[src/logic/mix_search_pkg.sv]
`default_nettype none

package mix_search_pkg;

  ////////////////////
  // widths

  localparam int SAMPLE_W = 16;             // adc capture word
  localparam int REF_W    = 48;             // sine/cosine table word
  localparam int PROD_W   = SAMPLE_W + REF_W;
  localparam int ADDR_W   = 9;
  localparam int PHASE_W  = 12;
  localparam int SUM_W    = PROD_W + 10;    // guard bits for 1024 beats

  ////////////////////
  // scalar types

  typedef logic signed [SAMPLE_W-1:0] sample_t;
  typedef logic signed [REF_W-1:0]    ref_t;
  typedef logic signed [PROD_W-1:0]   prod_t;
  typedef logic        [ADDR_W-1:0]   addr_t;
  typedef logic        [PHASE_W-1:0]  phase_t;
  typedef logic signed [SUM_W-1:0]    sum_t;

  ////////////////////
  // bundles

  // one mixed beat, both channels share the framing
  typedef struct packed {
    logic  valid;
    logic  sof;
    logic  eof;
    prod_t sine_prod;
    prod_t cosine_prod;
  } mix_beat_t;

  typedef struct packed {
    logic valid;                            // one cycle per frame
    sum_t sum;
  } frame_sum_t;

  typedef struct packed {
    phase_t max_pos;
    phase_t min_pos;
  } extremum_t;

endpackage

`default_nettype wire

[src/logic/ref_mixer.sv]
`timescale 1ns/100ps
`default_nettype none

module ref_mixer (
  input  wire                          alg_clk,
  input  wire                          alg_rst_n,
  input  wire                          sine_valid,
  input  wire                          cosine_valid,
  input  wire mix_search_pkg::ref_t    sine_wave,
  input  wire mix_search_pkg::ref_t    cosine_wave,
  input  wire mix_search_pkg::sample_t capture_raw_dat,
  output wire                          search_req,
  output mix_search_pkg::addr_t        search_addr,
  output mix_search_pkg::mix_beat_t    beat
);

  logic                  valid_q;           // lines up with returning sample
  mix_search_pkg::ref_t  sine_wave_q;
  mix_search_pkg::ref_t  cosine_wave_q;
  logic                  prod_valid;
  logic                  prod_sof;
  logic                  prod_eof;
  mix_search_pkg::prod_t sine_prod;
  mix_search_pkg::prod_t cosine_prod;

  assign search_req = sine_valid;

  // beat k reads address k, counter parks at 0 between frames
  always_ff @(posedge alg_clk or negedge alg_rst_n)
  begin
    if (!alg_rst_n)
      search_addr <= '0;
    else if (search_req)
      search_addr <= search_addr + 1'b1;
    else
      search_addr <= '0;
  end

  ////////////////////
  // framing

  always_ff @(posedge alg_clk or negedge alg_rst_n)
  begin
    if (!alg_rst_n)
    begin
      valid_q    <= 1'b0;
      prod_valid <= 1'b0;
      prod_sof   <= 1'b0;
      prod_eof   <= 1'b0;
    end
    else
    begin
      valid_q    <= sine_valid;
      prod_valid <= valid_q;
      prod_sof   <= valid_q & ~prod_valid;  // rising edge of delayed valid
      prod_eof   <= valid_q & ~sine_valid;  // input already dropped
    end
  end

  ////////////////////
  // mixing

  always_ff @(posedge alg_clk)
  begin
    sine_wave_q   <= sine_wave;
    cosine_wave_q <= cosine_wave;
    if (valid_q)
    begin
      sine_prod   <= capture_raw_dat * sine_wave_q;   // signed 16x48
      cosine_prod <= capture_raw_dat * cosine_wave_q;
    end
  end

  assign beat = mix_search_pkg::mix_beat_t'{valid:       prod_valid,
                                            sof:         prod_sof,
                                            eof:         prod_eof,
                                            sine_prod:   sine_prod,
                                            cosine_prod: cosine_prod};

  // both reference channels are framed by one source
  ref_valid_match: assert property (@(posedge alg_clk) disable iff (!alg_rst_n)
    sine_valid == cosine_valid);

endmodule

`default_nettype wire

[config.mk]
export PLATFORM = sky130hd
export DESIGN_NAME = ref_mixer
export DESIGN_NICKNAME = d
export VERILOG_FILES = /design/src/logic/mix_search_pkg.sv /design/src/logic/ref_mixer.sv
export SDC_FILE = /design/constraint.sdc
export NUM_CORES = 2
export LEC_CHECK = 0
export ABC_CLOCK_PERIOD_IN_PS = 11000
export BUFFER_PORTS_ARGS = -buffer_cell sky130_fd_sc_hd__buf_4
export CAP_MARGIN = 25
export CORE_MARGIN = 4
export CORE_UTILIZATION = 59
export CTS_CLUSTER_SIZE = 25
export DETAILED_ROUTE_END_ITERATION = 8
export GPL_ROUTABILITY_DRIVEN = 0
export PLACE_DENSITY = 0.77
export SYNTH_ARGS = -nofsm -noshare
export SYNTH_HDL_FRONTEND = slang
export SYNTH_SLANG_ARGS = --single-unit
[constraint.sdc]
create_clock -name alg_clk -period 11 [get_ports alg_clk]
set_input_delay 2.2 -clock alg_clk [delete_from_list [all_inputs] [get_ports alg_clk]]
set_output_delay 2.2 -clock alg_clk [all_outputs]
set_load 0.02 [all_outputs]
==> flow_summary.toml <==
[timing]
maxSlewHeadroom = 0.304
worst_pin_slew_ns = 1.04
skew_ns = 0.0188
rsz0062_at_grt = "no"
setup_ws_ns = 1.64
whs_ns = 0.458
fin_setup_tns_ns = 0
min_period_ns = 9.36
slew_violations = 0
finalSetupViolCount = 0
final-hold-violation-count = 0
fmax_ghz = 0.107
fin_crit_sh = 0.851

[cells_and_area]
drive_gt1_frac = 0.0573
fin_util = 0.632
synthToLayoutAreaGrowth_pct = 6.49
nNetsFinal = 8207

[worst_setup_path]
crit_type = "input port to flip-flop"
path_max_fanout = 34
start_kind = "input port"
crit_path_end_kind = "flip-flop"
required_ns = 11.36
critPathArrivalTime_ns = 9.73

[grt]
grt_use_total = 0.298
grt_max_degree = 69
antenna_found_initial = 2
grt_pass1_vias = 47500
overflow = 0
grt_pass1_wl_um = 243000

[drt]
wl_um = 148000
drt_iter0_drc = 2902
drc = 0
vias = 42600
avgViaCountPerCell = 5.54
wl_per_cell_um = 19.2
detail_route.first_pass.iterations = 8
antenna_left = 0

[floorplanning]
fp.dieW_um = 322
placementRows = 115
die_h_um = 322
pin_count = 257
dieArea_um2 = 104000
start_util = 0.593
core_um2 = 98300

[clocking]
htree_levels = 1
clk_latency_ns = 0.62
cts_sinks = 237
clk_pin_slew_ns = 0.06
holdBufCountCts = 0
post_cts_buffers = 0
cts_resized = 0
cts_root_buffer = "clkbuf_16"
cts_buffers = 31
cts_tree = "built"
cts_max_path_buffers = 3

[logic_synthesis]
syn_inst = 6368
synth_seq_area_share = 0.104
yosys_most_used_dff = "edfxtp_1"
synthTopCellsByArea = "fa_1, inv_1, edfxtp_1"
synth_top_family_by_area = "adder cells"
synth-seq-cells = 237
synthSimpleGateAreaFrac = 0.146
synth-async-reset-ratio = 0.0549
synth_area_leader_cell = "fa_1"
avgSynthCellArea_um2 = 9.16
synth_area_um2 = 58300
synth-xor-area-share = 0.0204
synth_fa_ha_area_frac = 0.550
synth.distinct_cells = 70
syn-num-nets = 8197
synthMuxAreaShare = 0
synth_compound_area_frac = 0.0465
synth_edf_count = 128
yosysWarningCount = 0
yosys.area.top_type_share = 0.487

[place]
pre_cts_slack_ns = 1.16
numPortBuffers = 255
dp_hpwl_um = 110000

[run]
maxCapViolations = 0

[min_path]
hold_path_class = "flip-flop to flip-flop"

[outcome]
status = "complete, no violations"
## cells in the final DEF, fill, tap and decap left out, drive strengths merged, types with 24 or more instances in the layout
cell / Yosys / routed
and2: 536 / 536
a21o: 75 / 75
inv: 1740 / 1743
fa: 1420 / 1420
nand3: 30 / 30
nand2b: 24 / 24
xnor2: 98 / 98
ha: 293 / 293
clkbuf: 304 / 44
nor2: 143 / 143
a21oi: 128 / 128
edfxtp: 128 / 128
nand2: 987 / 987
buf: 10 / 291
dfxtp: 96 / 96
nand4: 28 / 28
o21ai: 77 / 77
xor2: 38 / 38
## stage by stage
stage                     cells  instance area, um^2
after CTS                  7689                62100
after global routing       7689                62100
after floorplan            6368                58300
after detailed placement   7632                61000
after global placement     7632                61000
final                      7690                62100
## flip-flops by register name (all words and copies together) (netlist names)
name           cells
sine_wave_q       48
valid_q            1
prod_eof           1
sine_prod         64
search_addr        9
prod_sof           1
prod_valid         1
cosine_prod       64
cosine_wave_q     48
## kinds of logic (layout without fill, tap and decap cells)
family / count (synthesis) / in the layout
AND/OR/NAND/NOR: 1815 / 1815
other: 0 / 1
AO/OA/AOI/OAI: 413 / 413
adder cells (fa/ha/maj): 1713 / 1713
XOR/XNOR: 136 / 136
flip-flops: 237 / 237
buffers and inverters: 2054 / 2088
## cell type report
class | instances | area, um^2
Antenna cell | 1 | 2.50
Clock buffer | 44 | 991
Clock inverter | 13 | 116
Fill cell | 8058 | 36200
Inverter | 1740 | 6530
Multi-Input combinational cell | 4077 | 44500
Sequential cell | 237 | 6090
Tap cell | 1287 | 1610
Timing Repair Buffer | 291 | 2260
## synth_stat cells, types with 11 or more instances
cell and count:
a31oi_1 13, xor2_1 38, o211ai_1 11, fa_1 1420, o21ai_0 67, edfxtp_1 128, xnor2_1 98, nand4_1 28
nor2b_1 18, ha_1 293, and3_1 12, o21bai_1 20, nand2_1 987, a21oi_1 126, nor2_1 143, inv_1 1740
a21o_1 75, nand3_1 30, nor3_1 13, and2_1 536, nand2b_1 24, dfrtp_1 13, clkbuf_1 304, o21a_1 20
dfxtp_1 96
## path summary, 6_finish.rpt
kind,start,endpoint,slack (ns),depth (start not counted)
max,capture_raw_dat[11],cosine_prod[61]$_DFFE_PP_,1.64,24
min,prod_valid$_DFF_PN0_,prod_sof$_DFF_PN0_,0.46,1
max reg2reg,sine_wave_q[23]$_DFF_P_,sine_prod[62]$_DFFE_PP_,3.08,21
min reg2reg,prod_valid$_DFF_PN0_,prod_sof$_DFF_PN0_,0.46,1
max in group asynchronous,alg_rst_n,valid_q$_DFF_PN0_,9.39,1
min in group asynchronous,alg_rst_n,search_addr[0]$_DFF_PN0_,1.42,1
## critical path, stage by stage
cell,delay [ns]
buf_4,0.43
buf_4,0.55
buf_4,0.54
nand2_1,0.15
fa_1,0.54
inv_1,0.06
fa_1,0.45
fa_1,0.43
fa_1,0.43
fa_1,0.52
inv_1,0.05
fa_1,0.53
inv_1,0.06
ha_1,0.38
a21oi_1,0.18
o21a_1,0.17
o21ai_1,0.07
a31o_2,0.27
or3_1,0.37
o211ai_1,0.46
o221ai_2,0.28
a221oi_1,0.31
o21bai_1,0.11
xor2_1,0.16
## per-layer routing
| layer | up-vias | track usage | wire length [um] |
|---|---|---|---|
| met1 | 21800 | 0.364 | 53100 |
| met5 | - | 0 | 13 |
| met3 | 533 | 0.0541 | 13200 |
| met4 | 2 | 0.136 | 7780 |
| met2 | 1983 | 0.518 | 73500 |
| li1 | 18200 | - | - |
Power is not shown: default switching activity piles up to over one toggle a cycle in this logic, so the estimate is an artifact.
