--- src/logic/mix_search_pkg.sv ---
`default_nettype none

package mix_search_pkg;

  ////////////////////
  // widths

  localparam int SAMPLE_W = 16;             // adc capture word
  localparam int REF_W    = 48;             // sine/cosine table word
  localparam int PROD_W   = SAMPLE_W + REF_W;
  localparam int ADDR_W   = 9;
  localparam int PHASE_W  = 12;
  localparam int SUM_W    = PROD_W + 10;    // guard bits for 1024 beats

  ////////////////////
  // scalar types

  typedef logic signed [SAMPLE_W-1:0] sample_t;
  typedef logic signed [REF_W-1:0]    ref_t;
  typedef logic signed [PROD_W-1:0]   prod_t;
  typedef logic        [ADDR_W-1:0]   addr_t;
  typedef logic        [PHASE_W-1:0]  phase_t;
  typedef logic signed [SUM_W-1:0]    sum_t;

  ////////////////////
  // bundles

  // one mixed beat, both channels share the framing
  typedef struct packed {
    logic  valid;
    logic  sof;
    logic  eof;
    prod_t sine_prod;
    prod_t cosine_prod;
  } mix_beat_t;

  typedef struct packed {
    logic valid;                            // one cycle per frame
    sum_t sum;
  } frame_sum_t;

  typedef struct packed {
    phase_t max_pos;
    phase_t min_pos;
  } extremum_t;

endpackage

`default_nettype wire

--- src/logic/phase_sweep_ctrl.sv ---
`timescale 1ns/100ps
`default_nettype none

module phase_sweep_ctrl #(
  parameter int PHASE_STEPS = 3600
) (
  input  wire                     alg_clk,
  input  wire                     alg_rst_n,
  input  wire                     sum_valid,
  input  wire                     research,
  output mix_search_pkg::phase_t  phase_idx,
  output logic                    sweep_start,
  output logic                    frame_done,
  output wire                     sweep_found_pulse
);

  logic wrap;                               // current frame is the last step
  logic sweep_found;
  logic sweep_found_q;

  assign wrap = (phase_idx == mix_search_pkg::phase_t'(PHASE_STEPS - 1));

  always_ff @(posedge alg_clk or negedge alg_rst_n)
  begin
    if (!alg_rst_n)
    begin
      phase_idx   <= '0;
      sweep_start <= 1'b1;                  // first frame after reset opens a sweep
      frame_done  <= 1'b0;
    end
    else
    begin
      frame_done <= sum_valid;
      if (sum_valid)
      begin
        phase_idx   <= wrap ? '0 : phase_idx + 1'b1;
        sweep_start <= wrap;
      end
    end
  end

  ////////////////////
  // sweep found flag

  always_ff @(posedge alg_clk or negedge alg_rst_n)
  begin
    if (!alg_rst_n)
    begin
      sweep_found   <= 1'b0;
      sweep_found_q <= 1'b0;
    end
    else
    begin
      sweep_found_q <= sweep_found;
      if (frame_done && sweep_start)        // closing frame reopened the sweep
        sweep_found <= 1'b1;
      else if (research)
        sweep_found <= 1'b0;
    end
  end

  assign sweep_found_pulse = sweep_found & ~sweep_found_q;

  phase_in_range: assert property (@(posedge alg_clk) disable iff (!alg_rst_n)
    phase_idx < PHASE_STEPS);

endmodule

`default_nettype wire

--- config.mk ---
export PLATFORM = sky130hd
export DESIGN_NAME = phase_sweep_ctrl
export DESIGN_NICKNAME = d
export VERILOG_FILES = /design/src/logic/mix_search_pkg.sv /design/src/logic/phase_sweep_ctrl.sv
export SDC_FILE = /design/constraint.sdc
export NUM_CORES = 1
export LEC_CHECK = 0
export ABC_AREA = 0
export BUFFER_PORTS_ARGS = -buffer_cell sky130_fd_sc_hd__buf_2
export CORE_ASPECT_RATIO = 1.1
export CORE_MARGIN = 2
export CORE_UTILIZATION = 49
export DETAILED_ROUTE_END_ITERATION = 6
export PLACE_DENSITY = 0.79
export SYNTH_ARGS = -nofsm -noshare
export SYNTH_HDL_FRONTEND = slang
export SYNTH_SLANG_ARGS = --single-unit
--- constraint.sdc ---
create_clock -name alg_clk -period 1.6 [get_ports alg_clk]
set_input_delay 0.08 -clock alg_clk [delete_from_list [all_inputs] [get_ports alg_clk]]
set_output_delay 0.08 -clock alg_clk [all_outputs]
set_load 0.05 [all_outputs]
==> results of run 1 <==
-- kinds of logic (layout without fill, tap and decap cells) --
group | Yosys count | after routing | synth area share (%)
DFF | 16 | 16 | 53.86
muxes | 1 | 1 | 1.510
and+or+nand+nor | 33 | 33 | 27.01
AOI/OAI and AO/OA | 7 | 7 | 5.538
adders and majority gates | 1 | 1 | 1.678
buffers and inverters | 4 | 28 | 2.180
xor gates and xnor gates | 7 | 7 | 8.222
-- routing by layer --
| metal | share of wire [%] | global-route usage [%] | vias to the layer above |
|---|---|---|---|
| li1 | - | - | 286 |
| met5 | 0 | 0 | - |
| met4 | 2.1 | 11.61 | 0 |
| met2 | 47 | 29.06 | 22 |
| met1 | 45 | 23.70 | 278 |
| met3 | 4.8 | 2.956 | 4 |
-- through the flow --
stage | instances | util [%] | total power [mW] | hold slack [ns] | worst slack [ns]
2_1_floorplan | 69 | - | 0.9441 | -0.2156 | 0.01260
3_3_place_gp | 102 | 60.71 | 1.053 | 0.005691 | 0.1825
3_5_place_dp | 102 | 60.71 | 1.061 | 0.01214 | 0.1621
4_1_cts | 108 | 64.02 | 1.282 | 0.005789 | 0.1236
5_1_grt | 109 | 64.73 | 1.354 | 0.2525 | 0.02284
6_report | 109 | 64.73 | 1.281 | 0.2285 | 0.08963
-- power by group --
group | switching (mW) | internal (mW)
registers | 0.126 | 0.471
logic | 0.345 | 0.120
clock network | 0.122 | 0.0969
-- flip-flops by register name, summed over array words and instances (netlist names) --
register,cells
sweep_start,1
phase_idx,12
sweep_found,1
frame_done,1
sweep_found_q,1
-- placed cells by master (no fill, tap or decap), drive strengths merged --
master / instances
buf: 18
dfrtp: 15
nor2: 10
nand2: 8
xnor2: 7
nand4: 4
nand3: 4
clkbuf: 4
o21ai: 4
inv: 3
dlygate4sd3: 3
nor3: 2
nand2b: 2
nor4: 2
nor4bb: 1
a41oi: 1
o22ai: 1
mux2: 1
a31oi: 1
ha: 1
dfstp: 1
-- cell type report --
class	count	area [um^2]	share of cell area [%]
tap	16	20.02	2.207
inverter	3	11.26	1.241
multi-input combinational	49	327.8	36.14
sequential	16	401.6	44.28
clock buffer	4	26.28	2.897
timing repair buffer	21	120.1	13.24
-- worst max path at each step --
stage / start / to / slack (ns) / cells past startpoint
floorplan: phase_idx[0] / phase_idx[10] / 0.01 / 5
global placement: phase_idx[6] / phase_idx[1] / 0.18 / 4
detailed placement: phase_idx[6] / sweep_start / 0.16 / 4
CTS: phase_idx[6] / sweep_start / 0.12 / 4
global route: phase_idx[6] / sweep_start / 0.02 / 4
finish: phase_idx[6] / sweep_start / 0.09 / 4
-- repair_timing --
item / 4_1_cts / 5_1_grt
gates resized for setup: 0 / 0
hold buffers: 2 / 1
setup buffers: 0 / 0
hold endpoints to repair: 17 / 1
setup endpoints to repair: 0 / 0
==> impl_metrics.json, run 1 <==
{
  "status": "completed",
  "cp_max_fo": 5,
  "core_mm2": 0.001401,
  "syn_area_per_cell_um2": 10.81,
  "finish.net_count": 99,
  "irDropWorstVdd_mv": 1.159,
  "critPathMaxStageDelay_ns": 0.46,
  "period_needed_ns": 1.510,
  "hold_path_class": "in -> async",
  "cts_tree": "yes",
  "io-pin-count": 19,
  "powerDensity_mw_per_mm2": 1412,
  "synth_cells": 69,
  "ant_nets": 0,
  "die-area_mm2": 0.001850,
  "slew-limit-headroom_pct": 76.28,
  "cp_cell_sequence": "nor4bb_1, nand4_1, nor2_1, mux2_2",
  "cts_buffers": 3,
  "synth_largest_area_cell": "dfrtp_1",
  "area_growth_pct": 21.64,
  "initialDrtViolationCount": 19,
  "finalSetupViolCount": 0,
  "clkTransAtPathRegs_ns": 0.09,
  "r2r_slack_ns": 0.09,
  "yosysSeqAreaShare_pct": 53.86,
  "place_hpwl_um": 1027,
  "synth_most_common_cell": "dfrtp_1",
  "die_h_um": 44.92,
  "cp_top_family": "simple AND/OR/NAND/NOR gates",
  "r2r_start": "phase_idx[6]",
  "grt_overflow": 0,
  "design_area_um2": 907.1,
  "track_usage_pct": 18.74,
  "grt_first_pass_wirelength_um": 2277,
  "first_pass_iters": 4,
  "max_freq_mhz": 662.1,
  "grt_max_degree": 17,
  "drive_gt1_share_pct": 30.11,
  "num_vias": 590,
  "async_reset_ff_share_pct": 100.0,
  "synth_cell_types": 24,
  "die_x_um": 41.20,
  "finalCritPeriodShare_pct": 94.40,
  "wirelength_um": 1459,
  "worst_setup_path_end_kind": "flop",
  "syn-num-nets": 74,
  "crit_buf_inv": 0,
  "rows": 14,
  "place_area_um2": 850.8,
  "via_per_inst": 5.413,
  "reg2reg_depth": 4,
  "synth_common_cells": "15 x dfrtp_1, 9 x nor2_1, 8 x nand2_1",
  "r2r-end": "sweep_start",
  "fillerInstances": 121,
  "place_congestion": 0.8528,
  "clk-insertion-delay-late_ns": 0.28,
  "synth.top_cells.by_area": "dfrtp_1 50%, xnor2_1 8.2%, nor2_1 4.5%",
  "skew_ns": 0.003323,
  "synth_edf_count": 0,
  "synth_seq_cells": 16,
  "cts.sinks": 16,
  "clockBufferDepth": 2,
  "syn_area_um2": 745.7,
  "crit_required_ns": 1.83,
  "start_util_pct": 53.21,
  "startpoint_type": "flop",
  "grt_antenna_before_repair": 0,
  "grt_pass1_vias": 546,
  "setup-tns-final_ns": 0,
  "crit_slowest_cell": "dfrtp_1",
  "synth_ff_type": "dfrtp_1",
  "cts_max_level": 1,
  "worst_slew_pin_slew_ns": 0.3559,
  "drv_slew": 0,
  "finalHoldViolCount": 0,
  "drv_cap": 0,
  "rsz0062_at_grt": "no",
  "p_leak_nw": 0.4259,
  "worstSetupPathType": "reg -> reg",
  "synth_top_area_share_pct": 50.34,
  "clockRootBuffer": "clkbuf_4",
  "diodes": 0,
  "synth.yosys.warnings": 0,
  "wire_per_inst_um": 13.39,
  "drc": 0,
  "port_buffers": 18,
  "worstPathArrival_ns": 1.74
}
Power figures use the tool's default switching activity.
==> inputs of run 2 (changes only) <==
--- a/config.mk
+++ b/config.mk
@@ -6,12 +6,15 @@
 export NUM_CORES = 1
 export LEC_CHECK = 0
 export ABC_AREA = 0
-export BUFFER_PORTS_ARGS = -buffer_cell sky130_fd_sc_hd__buf_2
+export CELL_PAD_IN_SITES_DETAIL_PLACEMENT = 1
+export CELL_PAD_IN_SITES_GLOBAL_PLACEMENT = 1
 export CORE_ASPECT_RATIO = 1.1
 export CORE_MARGIN = 2
-export CORE_UTILIZATION = 49
+export CORE_UTILIZATION = 48
+export CTS_BUF_LIST = sky130_fd_sc_hd__clkbuf_8
 export DETAILED_ROUTE_END_ITERATION = 6
-export PLACE_DENSITY = 0.79
+export DONT_BUFFER_PORTS = 1
+export PLACE_DENSITY = 0.82
 export SYNTH_ARGS = -nofsm -noshare
 export SYNTH_HDL_FRONTEND = slang
 export SYNTH_SLANG_ARGS = --single-unit
==> run 2 against run 1 <==
Compared with the run above:
- hold slack got worse by 0.23 ns
- critical path depth did not move
- clock power rose by 45%
- sequential power grew 2%
- die area up 1.9%
- sequential cell count unchanged
- cell count down 4.6%
- the run now ends with hold timing left
- power up 14%
- critical endpoint unchanged
- combinational power grew 14%
==> impl_metrics.json, run 2 (synthesis results as in run 1) <==
{
  "status": "finished, violations left",
  "violations": "hold timing",
  "start_util_pct": 52.56,
  "startpoint_type": "flop",
  "max_freq_mhz": 654.9,
  "finish.net_count": 94,
  "diodes": 0,
  "die_h_um": 45.34,
  "drc": 0,
  "place_congestion": 0.8239,
  "fin_cells": 104,
  "grt_overflow": 0,
  "die_x_um": 41.58,
  "wirelength_um": 2077,
  "fillerInstances": 154,
  "track_usage_pct": 26.84,
  "largest_reg_flops": 12,
  "worstPathArrival_ns": 1.72,
  "mostFrequentLayoutCells": "15 x dfrtp_1, 13 x buf_4, 9 x nor2_1",
  "io-pin-count": 19,
  "port_buffers": 0,
  "rsz0062_at_grt": "yes",
  "cts_buffers": 3,
  "finalSetupViolCount": 0,
  "place_ws_ns": 0.06085,
  "final_common_cell": "dfrtp_1",
  "clockRootBuffer": "clkbuf_8",
  "worstSetupPathType": "reg -> reg",
  "crit_required_ns": 1.80,
  "p_leak_nw": 0.4216,
  "cp_cell_sequence": "nor4bb_2, nand4_1, nor2_1, mux2_2",
  "clockBufferDepth": 2,
  "grt_max_degree": 17,
  "drv_cap": 0,
  "grt_pass1_vias": 695,
  "place_hpwl_um": 1419,
  "clk-insertion-delay-late_ns": 0.26,
  "clkTransAtPathRegs_ns": 0.07,
  "cp_max_fo": 4,
  "area_growth_pct": 26.01,
  "cts_max_level": 1,
  "wire_per_inst_um": 19.97,
  "holdWs_ns": -0.0001742,
  "cts.sinks": 16,
  "first_pass_iters": 4,
  "num_vias": 618,
  "skew_ns": 0.008469,
  "worst_setup_path_end_kind": "flop",
  "cts_tree": "yes",
  "finalCritPeriodShare_pct": 95.43,
  "cp_top_family": "simple AND/OR/NAND/NOR gates",
  "core_mm2": 0.001419,
  "via_per_inst": 5.942,
  "powerDensity_mw_per_mm2": 1548,
  "ant_nets": 0,
  "regMostFlops": "phase_idx",
  "drive_gt1_share_pct": 27.27,
  "crit_slowest_cell": "dfrtp_1",
  "grt_first_pass_wirelength_um": 3581,
  "setup-tns-final_ns": 0,
  "hold_path_class": "in -> reg",
  "initialDrtViolationCount": 23,
  "rows": 14,
  "die-area_mm2": 0.001885,
  "placed_cells": 97,
  "irDropWorstVdd_mv": 1.024,
  "slew-limit-headroom_pct": 52.37,
  "critPathMaxStageDelay_ns": 0.45,
  "worst_slew_pin_slew_ns": 0.7121,
  "finalHoldViolCount": 1,
  "drv_slew": 0,
  "crit_buf_inv": 0,
  "worst_slack_ns": 0.07312,
  "period_needed_ns": 1.527,
  "grt_antenna_before_repair": 0
}
-- run 2: cell count changes in the layout (fill, tap and decap cells not counted), moves of 3 or more --
cell | before | now
buf_2 | 18 | 0
buf_4 | 0 | 13
clkbuf_4 | 3 | 0
clkbuf_8 | 0 | 3
-- run 2: layer usage --
metal,routed length [um],track usage (%),share of wire [%]
met4,34,12.26,1.6
met1,864,33.59,42
met5,0,0,0
met3,94,6.400,4.5
met2,1084,44.69,52
-- run 2: area by class of cell --
class	instances	area, um^2	share of cell area [%]
Clock buffer	3	41.29	4.394
Clock inverter	1	3.754	0.3995
Inverter	3	11.26	1.198
Multi-Input combinational cell	49	334.1	35.55
Sequential cell	16	401.6	42.74
Tap cell	16	20.02	2.130
Timing Repair Buffer	16	127.6	13.58
-- run 2: report_power, final --
| part | internal [mW] | leakage, nW | switching [mW] |
|---|---|---|---|
| Combinational | 0.155 | 0.193 | 0.377 |
| Sequential | 0.472 | 0.202 | 0.134 |
| Clock | 0.171 | 0.0269 | 0.147 |
-- run 2: stage by stage --
stage,total power [mW],utilization (%),area (um^2)
3_5_place_dp,1.118,60.49,858.3
4_1_cts,1.442,65.78,933.4
6_report,1.455,66.23,939.7
3_3_place_gp,1.084,60.49,858.3
5_1_grt,1.513,66.23,939.7
2_1_floorplan,0.9441,-,745.7
-- run 2: final timing paths --
check | start | endpoint | slack, ns | cells after the start
setup / recovery | phase_idx[7] | sweep_start | 0.07 | 4
hold reg to reg | sweep_found | sweep_found_q | 0.38 | 0
setup reg to reg | phase_idx[7] | sweep_start | 0.07 | 4
hold / removal | sum_valid | phase_idx[0] | -0.0002 | 2
max in group asynchronous | alg_rst_n | phase_idx[0] | 0.83 | 1
min in group asynchronous | alg_rst_n | phase_idx[7] | 0.31 | 1
-- run 2: timing repair --
item,4_1_cts,5_1_grt
hold buffers,3,0
endpoints found under the hold margin,21,0
resized for setup,0,1
setup endpoints to repair,0,6
setup buffers,0,0
