## src/logic/mix_search_pkg.sv

```systemverilog
`default_nettype none

package mix_search_pkg;

  ////////////////////
  // widths

  localparam int SAMPLE_W = 16;             // adc capture word
  localparam int REF_W    = 48;             // sine/cosine table word
  localparam int PROD_W   = SAMPLE_W + REF_W;
  localparam int ADDR_W   = 9;
  localparam int PHASE_W  = 12;
  localparam int SUM_W    = PROD_W + 10;    // guard bits for 1024 beats

  ////////////////////
  // scalar types

  typedef logic signed [SAMPLE_W-1:0] sample_t;
  typedef logic signed [REF_W-1:0]    ref_t;
  typedef logic signed [PROD_W-1:0]   prod_t;
  typedef logic        [ADDR_W-1:0]   addr_t;
  typedef logic        [PHASE_W-1:0]  phase_t;
  typedef logic signed [SUM_W-1:0]    sum_t;

  ////////////////////
  // bundles

  // one mixed beat, both channels share the framing
  typedef struct packed {
    logic  valid;
    logic  sof;
    logic  eof;
    prod_t sine_prod;
    prod_t cosine_prod;
  } mix_beat_t;

  typedef struct packed {
    logic valid;                            // one cycle per frame
    sum_t sum;
  } frame_sum_t;

  typedef struct packed {
    phase_t max_pos;
    phase_t min_pos;
  } extremum_t;

endpackage

`default_nettype wire

```

## src/logic/extremum_tracker.sv

```systemverilog
`timescale 1ns/100ps
`default_nettype none

module extremum_tracker (
  input  wire                             alg_clk,
  input  wire                             alg_rst_n,
  input  wire mix_search_pkg::frame_sum_t frame_sum,
  input  wire mix_search_pkg::phase_t     phase_idx,
  input  wire                             sweep_start,
  output mix_search_pkg::extremum_t       extremum
);

  mix_search_pkg::sum_t   sum_in;
  mix_search_pkg::sum_t   max_sum;
  mix_search_pkg::sum_t   min_sum;
  mix_search_pkg::phase_t max_pos;
  mix_search_pkg::phase_t min_pos;
  logic                   loaded;           // some frame seen since reset
  logic                   take_max;
  logic                   take_min;

  assign sum_in = frame_sum.sum;

  // first frame of a sweep loads both, ties keep the older position
  assign take_max = frame_sum.valid & (sweep_start | (sum_in > max_sum));
  assign take_min = frame_sum.valid & (sweep_start | (sum_in < min_sum));

  ////////////////////
  // running values

  always_ff @(posedge alg_clk)
  begin
    if (take_max)
      max_sum <= sum_in;
    if (take_min)
      min_sum <= sum_in;
  end

  ////////////////////
  // positions

  always_ff @(posedge alg_clk or negedge alg_rst_n)
  begin
    if (!alg_rst_n)
    begin
      max_pos <= '0;
      min_pos <= '0;
      loaded  <= 1'b0;
    end
    else
    begin
      if (take_max)
        max_pos <= phase_idx;               // index of the frame just summed
      if (take_min)
        min_pos <= phase_idx;
      if (frame_sum.valid)
        loaded <= 1'b1;
    end
  end

  assign extremum = mix_search_pkg::extremum_t'{max_pos: max_pos, min_pos: min_pos};

  // max and min are loaded together, so they can never cross
  max_not_below_min: assert property (@(posedge alg_clk) disable iff (!alg_rst_n)
    loaded |-> max_sum >= min_sum);

endmodule

`default_nettype wire

```

## config.mk

```make
export PLATFORM = sky130hd
export DESIGN_NAME = extremum_tracker
export DESIGN_NICKNAME = d
export VERILOG_FILES = /design/src/logic/mix_search_pkg.sv /design/src/logic/extremum_tracker.sv
export SDC_FILE = /design/constraint.sdc
export NUM_CORES = 1
export LEC_CHECK = 0
export BUFFER_PORTS_ARGS = -buffer_cell sky130_fd_sc_hd__buf_4
export CORE_ASPECT_RATIO = 0.75
export CORE_MARGIN = 3
export CORE_UTILIZATION = 59
export CTS_CLUSTER_SIZE = 40
export DETAILED_ROUTE_END_ITERATION = 8
export PLACE_DENSITY = 0.84
export SLEW_MARGIN = 40
export SYNTH_ARGS = -nofsm -noshare
export SYNTH_HDL_FRONTEND = slang
export SYNTH_SLANG_ARGS = --single-unit
```

## constraint.sdc

```tcl
create_clock -name alg_clk -period 10.81 [get_ports alg_clk]
set_input_delay 0.5405 -clock alg_clk [delete_from_list [all_inputs] [get_ports alg_clk]]
set_output_delay 0.5405 -clock alg_clk [all_outputs]
set_load 0.005 [all_outputs]
```

==> summary.txt, run 1 <==
Global routing
  • GR peak layer: met2
  • Grt ovf: 0
  • Global-route wire length before repair: between 30 and 40 mm
  • Met2 GRT Util: approximately 37%
  • Vias in the first global route: about 7100
  • GRT Overall Usage: between 20% and 30%
  • GR met3 Demand/Resource: under 10%
  • Pin count of the biggest net entering global routing: 75
  • Met1 Use GR: 35.5%
  • Initial antenna violation count: 0

Layout
  • Register area: 5040 um2
  • Share of cells above drive strength 1: approximately 16%
  • Nets: between 1000 and 1500
  • Final Util: a little over 70%
  • ANT cells: 0
  • Area delta synth->final: 17.0%
  • Footprint of the multi-input gates: slightly above 4000 um2
  • Fillers: about 1200

Status
  • Outcome: complete, no violations

Floorplan
  • DIE AREA: 18200 um2
  • Standard-cell rows: 40
  • Total I/O pin count: ~110
  • Die X: 155 um
  • Initial core utilization: between 60 and 70%
  • Core Box Area: 16200 um2
  • DIE HEIGHT: approximately 120 um

Drt
  • Vias per inst: 5.91
  • DR iter-0 viols: about 760
  • Antenna viol nets, final: 0
  • Average wire per standard cell: around 18 um
  • DR pass1 iterations: 6
  • DRC violations left: 0
  • Drt total wl: approximately 21 mm
  • Vias: slightly above 7000

Synth
  • Synth top area cells: edfxtp_1 (45%), ha_1 (19%), dfrtp_1 (6.1%)
  • Library cells used by synthesis: 44
  • Synthesized Nets: roughly 1100
  • Post-synth EDFFs: between 100 and 150
  • YS warnings: 0
  • Cell taking the most area after synthesis: edfxtp_1
  • Post-synth top cells: inv_1 (151), edfxtp_1 (148), ha_1 (147), nand2_1 (69), a21oi_1 (60)
  • Cells after Synth: a little under 900
  • #FFs+latches synth: between 150 and 200
  • Synth async-reset ratio: roughly 14%
  • Sequential area share after synthesis: 51.5%
  • Top-area cell type share of the netlist area: roughly 45%
  • Post-Syn Area: 9800 um2
  • Most frequent cell after synthesis: inv_1
  • Syn avg cell area: ~11 um2
  • Ys flop type: edfxtp_1

Pwr
  • Power Density: 152 nW/um2
  • Leakage power: roughly 5.3 nW
  • Maximum VDD drop: roughly 0.000090 V
  • Total power: about 1.7 mW

Worst setup path
  • CP max stage delay: roughly 520 ps
  • Cell seen most often among critical-path stages: a21o_1
  • CP Data Arrival Time: 3930 ps
  • Worst Setup Start Kind: register
  • Setup crit end kind: register
  • WP data required: 10880 ps
  • CP Max Fanout: 38
  • CP Class: reg -> reg
  • Crit-path cells: inv_1, ha_1, a21o_1, a21o_1, a221o_1, a2111o_1, nor2_2, o21ai_2, nor3_2, buf_4
  • Slowest-stage cell, CP: a2111o_1

Timing
  • Fin crit share: between 30% and 40%
  • Hold Vio Cnt, Final: 0
  • Hold_ws: between 300 and 400 ps
  • Worst slew pin tran: about 770 ps
  • Setup WS post-layout: between 6000 and 7000 ps
  • Max Slew Vio Count: 0
  • Highest clock rate: approximately 0.26 GHz
  • Slew HR: around 48%
  • Setup_tns: 0 ps
  • Final Setup Violations: 0
  • Clk_skew: 7.21 ps
  • Crit path time final: roughly 3900 ps
  • RSZ-0062 raised after global routing: false

Place
  • Pre-CTS setup slack: about 6700 ps
  • GP Congestion: ~0.85
  • HPWL after DPL: approximately 16 mm
  • PortBufs: approximately 110

Clocking
  • Clock root cell: clkbuf_16
  • Longest Clk Path Bufs: 2
  • Postcts setup bufs: 0
  • H-tree depth: 4
  • CTS tree: yes
  • Clk slew on worst S/H paths: roughly 60 ps
  • Total CTS buffers: 17
  • Clk Latency, worst-skew pair: about 430 ps
  • Clock sinks: around 170
  • Cts repair resizes: 0

Min path
  • Type of the worst min-delay path: in -> reg

Job
  • Maxcap violations: 0
==> what timing repair did <==
action / CTS / global route
endpoints found under the setup margin: 0 / 0
hold buffers: 1 / 0
endpoints found under the hold margin: 5 / 0
==> flip-flops by register name, summed over array words and instances (netlist names) <==
register / cells
min_sum: 74
max_sum: 74
max_pos: 12
min_pos: 12
==> worst max-delay path: cells and delay by family, from the launching register on <==
kind,cells,cell delay [ps]
AO/OA/AOI/OAI,5,1520
adder cells (fa/ha/maj),1,230
buffers and inverters,2,550
flip-flops,1,380
AND/OR/NAND/NOR,2,780
==> path summary, 6_finish.rpt <==
check	startpoint	endpoint	slack, ps	depth (start not counted)
max	min_sum[63]	min_sum[4]	6960	10
min	frame_sum[0]	min_sum[0]	310	1
max reg2reg	min_sum[63]	min_sum[4]	6960	10
min reg2reg	max_pos[7]	max_pos[7]	550	2
max in group asynchronous	alg_rst_n	min_pos[2]	9990	2
min in group asynchronous	alg_rst_n	min_pos[5]	560	2
==> report_power, final <==
| part | leakage [nW] | switching (mW) | total [mW] | internal [mW] |
|---|---|---|---|---|
| Clock | 0.254 | 0.251 | 0.567 | 0.315 |
| Combinational | 3.38 | 0.190 | 0.342 | 0.152 |
| Sequential | 1.70 | 0.0330 | 0.833 | 0.800 |
==> per-layer routing <==
| metal | wire length, um | vias up |
|---|---|---|
| li1 | - | 3455 |
| met2 | 9610 | 292 |
| met4 | 474 | 0 |
| met3 | 1920 | 47 |
| met1 | 9460 | 3413 |
| met5 | 0 | - |
==> kinds of logic (layout without fill, tap and decap cells) <==
| kind of cell | Yosys count | count (layout) | synth area share, % |
|---|---|---|---|
| adder cells (fa/ha/maj) | 147 | 147 | 18.8 |
| buffers and inverters | 168 | 304 | 6.56 |
| AO/OA/AOI/OAI | 171 | 171 | 11.2 |
| AND/OR/NAND/NOR | 204 | 204 | 10.7 |
| multiplexers | 12 | 12 | 1.23 |
| flip-flops | 172 | 172 | 51.5 |
==> area by class of cell <==
type	count	area share, %
tap	210	2.29
clock buffer	21	3.84
multi-input combinational	534	36.1
sequential	172	44.0
timing repair buffer	121	8.00
clock inverter	11	0.851
inverter	151	4.94
==> placed cells by master (no fill, tap or decap), types with 3 or more instances in the layout <==
master      synthesis  routed
a211oi_1            7       7
a21o_1             15      15
a21oi_1            60      60
a221oi_1           16      16
a222oi_1           12      12
a22oi_1            12      12
and2_1              3       3
and3_1             14      14
and4_1              5       5
buf_4               0     118
clkbuf_1           12       4
clkbuf_16           0      17
clkinv_2            0       3
clkinv_4            0       3
clkinvlp_4          0       3
dfrtp_1            24      24
edfxtp_1          148     148
ha_1              147     147
inv_1             151     151
mux2i_1            12      12
nand2_1            69      69
nand2b_1            3       3
nand3_1            25      25
nand4_1            21      21
nor2_1             13      11
nor2b_1            17      16
nor3_1             18      17
o21ai_0            23      23
o21ai_1            14      13
or3_1               4       4
==> per-stage QoR <==
step	instance area [um2]	std cells
after floorplan	9800	874
after global placement	10900	1186
after detailed placement	10900	1187
after CTS	11500	1220
after global routing	11500	1220
final	11500	1220
Note: power is estimated with default switching activity, not from simulation.
==> run 2, diff against run 1 <==
- clock period: 10.81 -> 3.9 ns (I/O delays scaled with it)
==> summary.txt, run 2 (synthesis gave the netlist of run 1 again) <==
Status
  • Outcome: complete, no violations (unchanged)

Clocking
  • Clk slew on worst S/H paths: 60 ps (about the same)
  • CTS tree: yes (unchanged)
  • Total CTS buffers: 17 (unchanged)
  • Clock sinks: 172 (unchanged)
  • Clock root cell: clkbuf_16 (unchanged)
  • Longest Clk Path Bufs: 2 (unchanged)
  • Clk Latency, worst-skew pair: 440 ps (was 430 ps)
  • H-tree depth: 4 (unchanged)

Floorplan
  • DIE AREA: 18200 um2 (unchanged)
  • Total I/O pin count: 114 (unchanged)
  • Core Box Area: 16200 um2 (unchanged)
  • DIE HEIGHT: 118 um (unchanged)
  • Die X: 155 um (unchanged)
  • Initial core utilization: 60.6% (unchanged)
  • Standard-cell rows: 40 (unchanged)

Timing
  • Final Setup Violations: 0 (unchanged)
  • Hold_ws: 53.5 ps (was 312 ps)
  • Setup WS post-layout: 354 ps (was 6960 ps)
  • Clk_skew: 11.5 ps (was 7.21 ps)
  • Hold Vio Cnt, Final: 0 (unchanged)
  • Worst slew pin tran: 727 ps (was 768 ps)
  • RSZ-0062 raised after global routing: false (unchanged)
  • Setup_tns: 0 ps (unchanged)
  • Fin crit share: roughly nine tenths
  • Max Slew Vio Count: 0 (unchanged)
  • Highest clock rate: 0.282 GHz
  • Slew HR: 51.5% (was 48.4%)
  • Crit path time final: 3550 ps

Worst setup path
  • CP Max Fanout: 44 (was 38)
  • Worst Setup Start Kind: input pin (was register)
  • Setup crit end kind: register (unchanged)
  • WP data required: 4010 ps (was 10880 ps)
  • CP Data Arrival Time: 3660 ps (was 3930 ps)
  • CP Class: in -> reg (was reg -> reg)

Drt
  • Drt total wl: 23.0 mm (was 21.5 mm)
  • Vias: 7421 (was 7207)
  • DR iter-0 viols: 735 (was 757)
  • Vias per inst: 5.72 (was 5.91)
  • DRC violations left: 0 (unchanged)
  • Antenna viol nets, final: 0 (unchanged)
  • DR pass1 iterations: 6 (unchanged)
  • Average wire per standard cell: 17.7 um (was 17.6 um)

Place
  • HPWL after DPL: 15.4 mm (was 15.5 mm)
  • Placed Cells: 1190 (was 1187)
  • Pre-CTS setup slack: 502 ps (was 6700 ps)
  • PortBufs: 113 (unchanged)
  • GP Congestion: 0.853 (was 0.847)

Layout
  • Most frequent cells in the layout: inv_1 (151), edfxtp_1 (148), ha_1 (147), buf_4 (120), dlygate4sd3_1 (75) (was inv_1 (151), edfxtp_1 (148), ha_1 (147), buf_4 (118), nand2_1 (69))
  • ANT cells: 0 (unchanged)
  • Share of cells above drive strength 1: 15.0% (was 15.5%)
  • Final Util: 76.2% (was 71.0%)
  • Area delta synth->final: 25.7% (was 17.0%)
  • Fillers: 1017 (was 1163)
  • Nets: 1311 (was 1234)
  • Top flop regs: max_sum x74, min_sum x74 (unchanged)
  • Final Instance Count excl. Fillers: 1297 (was 1220)
  • Most common cell after layout, fill and taps aside: inv_1 (unchanged)

Global routing
  • Vias in the first global route: 7578 (was 7106)
  • Initial antenna violation count: 0 (unchanged)
  • Global-route wire length before repair: 38.0 mm (was 35.4 mm)
  • GRT Overall Usage: 26.1% (was 24.5%)
  • Pin count of the biggest net entering global routing: 75 (unchanged)
  • Grt ovf: 0 (unchanged)

Pwr
  • Power Density: 411 nW/um2 (was 152 nW/um2)
  • Maximum VDD drop: 0.000284 V (was 0.0000900 V)
  • Leakage power: 5.71 nW (was 5.34 nW)

Job
  • Maxcap violations: 0 (unchanged)

Min path
  • Type of the worst min-delay path: in -> reg (unchanged)
## run 2: changes by cell type in the layout (fill, tap and decap cells not counted), sizes merged
cell | previous run | this run
dlygate4sd3 | 1 | 75
buf | 120 | 123
clkbuf | 21 | 18
bufinv | 1 | 3
clkinv | 7 | 8
clkinvlp | 3 | 2
inv | 151 | 152
## run 2: through the flow
stage	power, mW	area [um2]
6_report	5.07	12300
5_1_grt	5.32	12300
4_1_cts	5.08	12300
3_5_place_dp	3.29	11000
3_3_place_gp	3.24	10900
2_1_floorplan	2.87	9840
## run 2: where the power goes
part           switching (mW)  total [mW]  leakage [nW]  internal (mW)
clock                   0.721        1.73         0.292           1.01
sequential             0.0910        2.31          1.70           2.22
combinational           0.551        1.03          3.71          0.477
## run 2: path summary, 6_finish.rpt
| check | start | end | slack (ps) | cells past startpoint |
|---|---|---|---|---|
| max reg2reg | min_sum[59] | min_sum[7] | 450 | 10 |
| min reg2reg | max_pos[10] | max_pos[10] | 560 | 2 |
| min in group asynchronous | alg_rst_n | min_pos[7] | 210 | 2 |
| max | frame_sum[21] | max_sum[73] | 350 | 11 |
| min | phase_idx[9] | min_pos[9] | 50 | 3 |
| max in group asynchronous | alg_rst_n | max_pos[1] | 3430 | 2 |
## run 2: repair_timing
item	CTS	global route
buffers inserted	0	0
endpoints found under the hold margin	172	0
gates resized for setup	0	0
hold buffers	75	0
## run 2: layer usage
metal  share of wire (%)  GRT usage, %  vias up
met1                  45          36.8     3547
met4                 1.6          8.16        0
met5                   0             0        -
met3                 6.0          5.07       38
met2                  47          41.2      243
li1                    -             -     3593
## run 2: cell type report
| cell class | instances | area, um2 | share of cell area [%] |
|---|---|---|---|
| well taps | 210 | 263 | 2.13 |
| multi-input cells | 534 | 4150 | 33.7 |
| inverters | 151 | 567 | 4.60 |
| flip-flops and latches | 172 | 5040 | 40.9 |
| repair buffers | 198 | 1700 | 13.8 |
| clock inverters | 14 | 171 | 1.39 |
| clock buffers | 18 | 429 | 3.48 |
## run 2: worst max-delay path, cell delays in order
cell and delay (ps):
dlygate4sd3_1 540, buf_4 150, ha_1 330, nand4_1 170
or3_1 410, a2111oi_1 580, o21bai_1 150, nand4_1 180
a21oi_1 120, nor2_4 470, buf_12 320
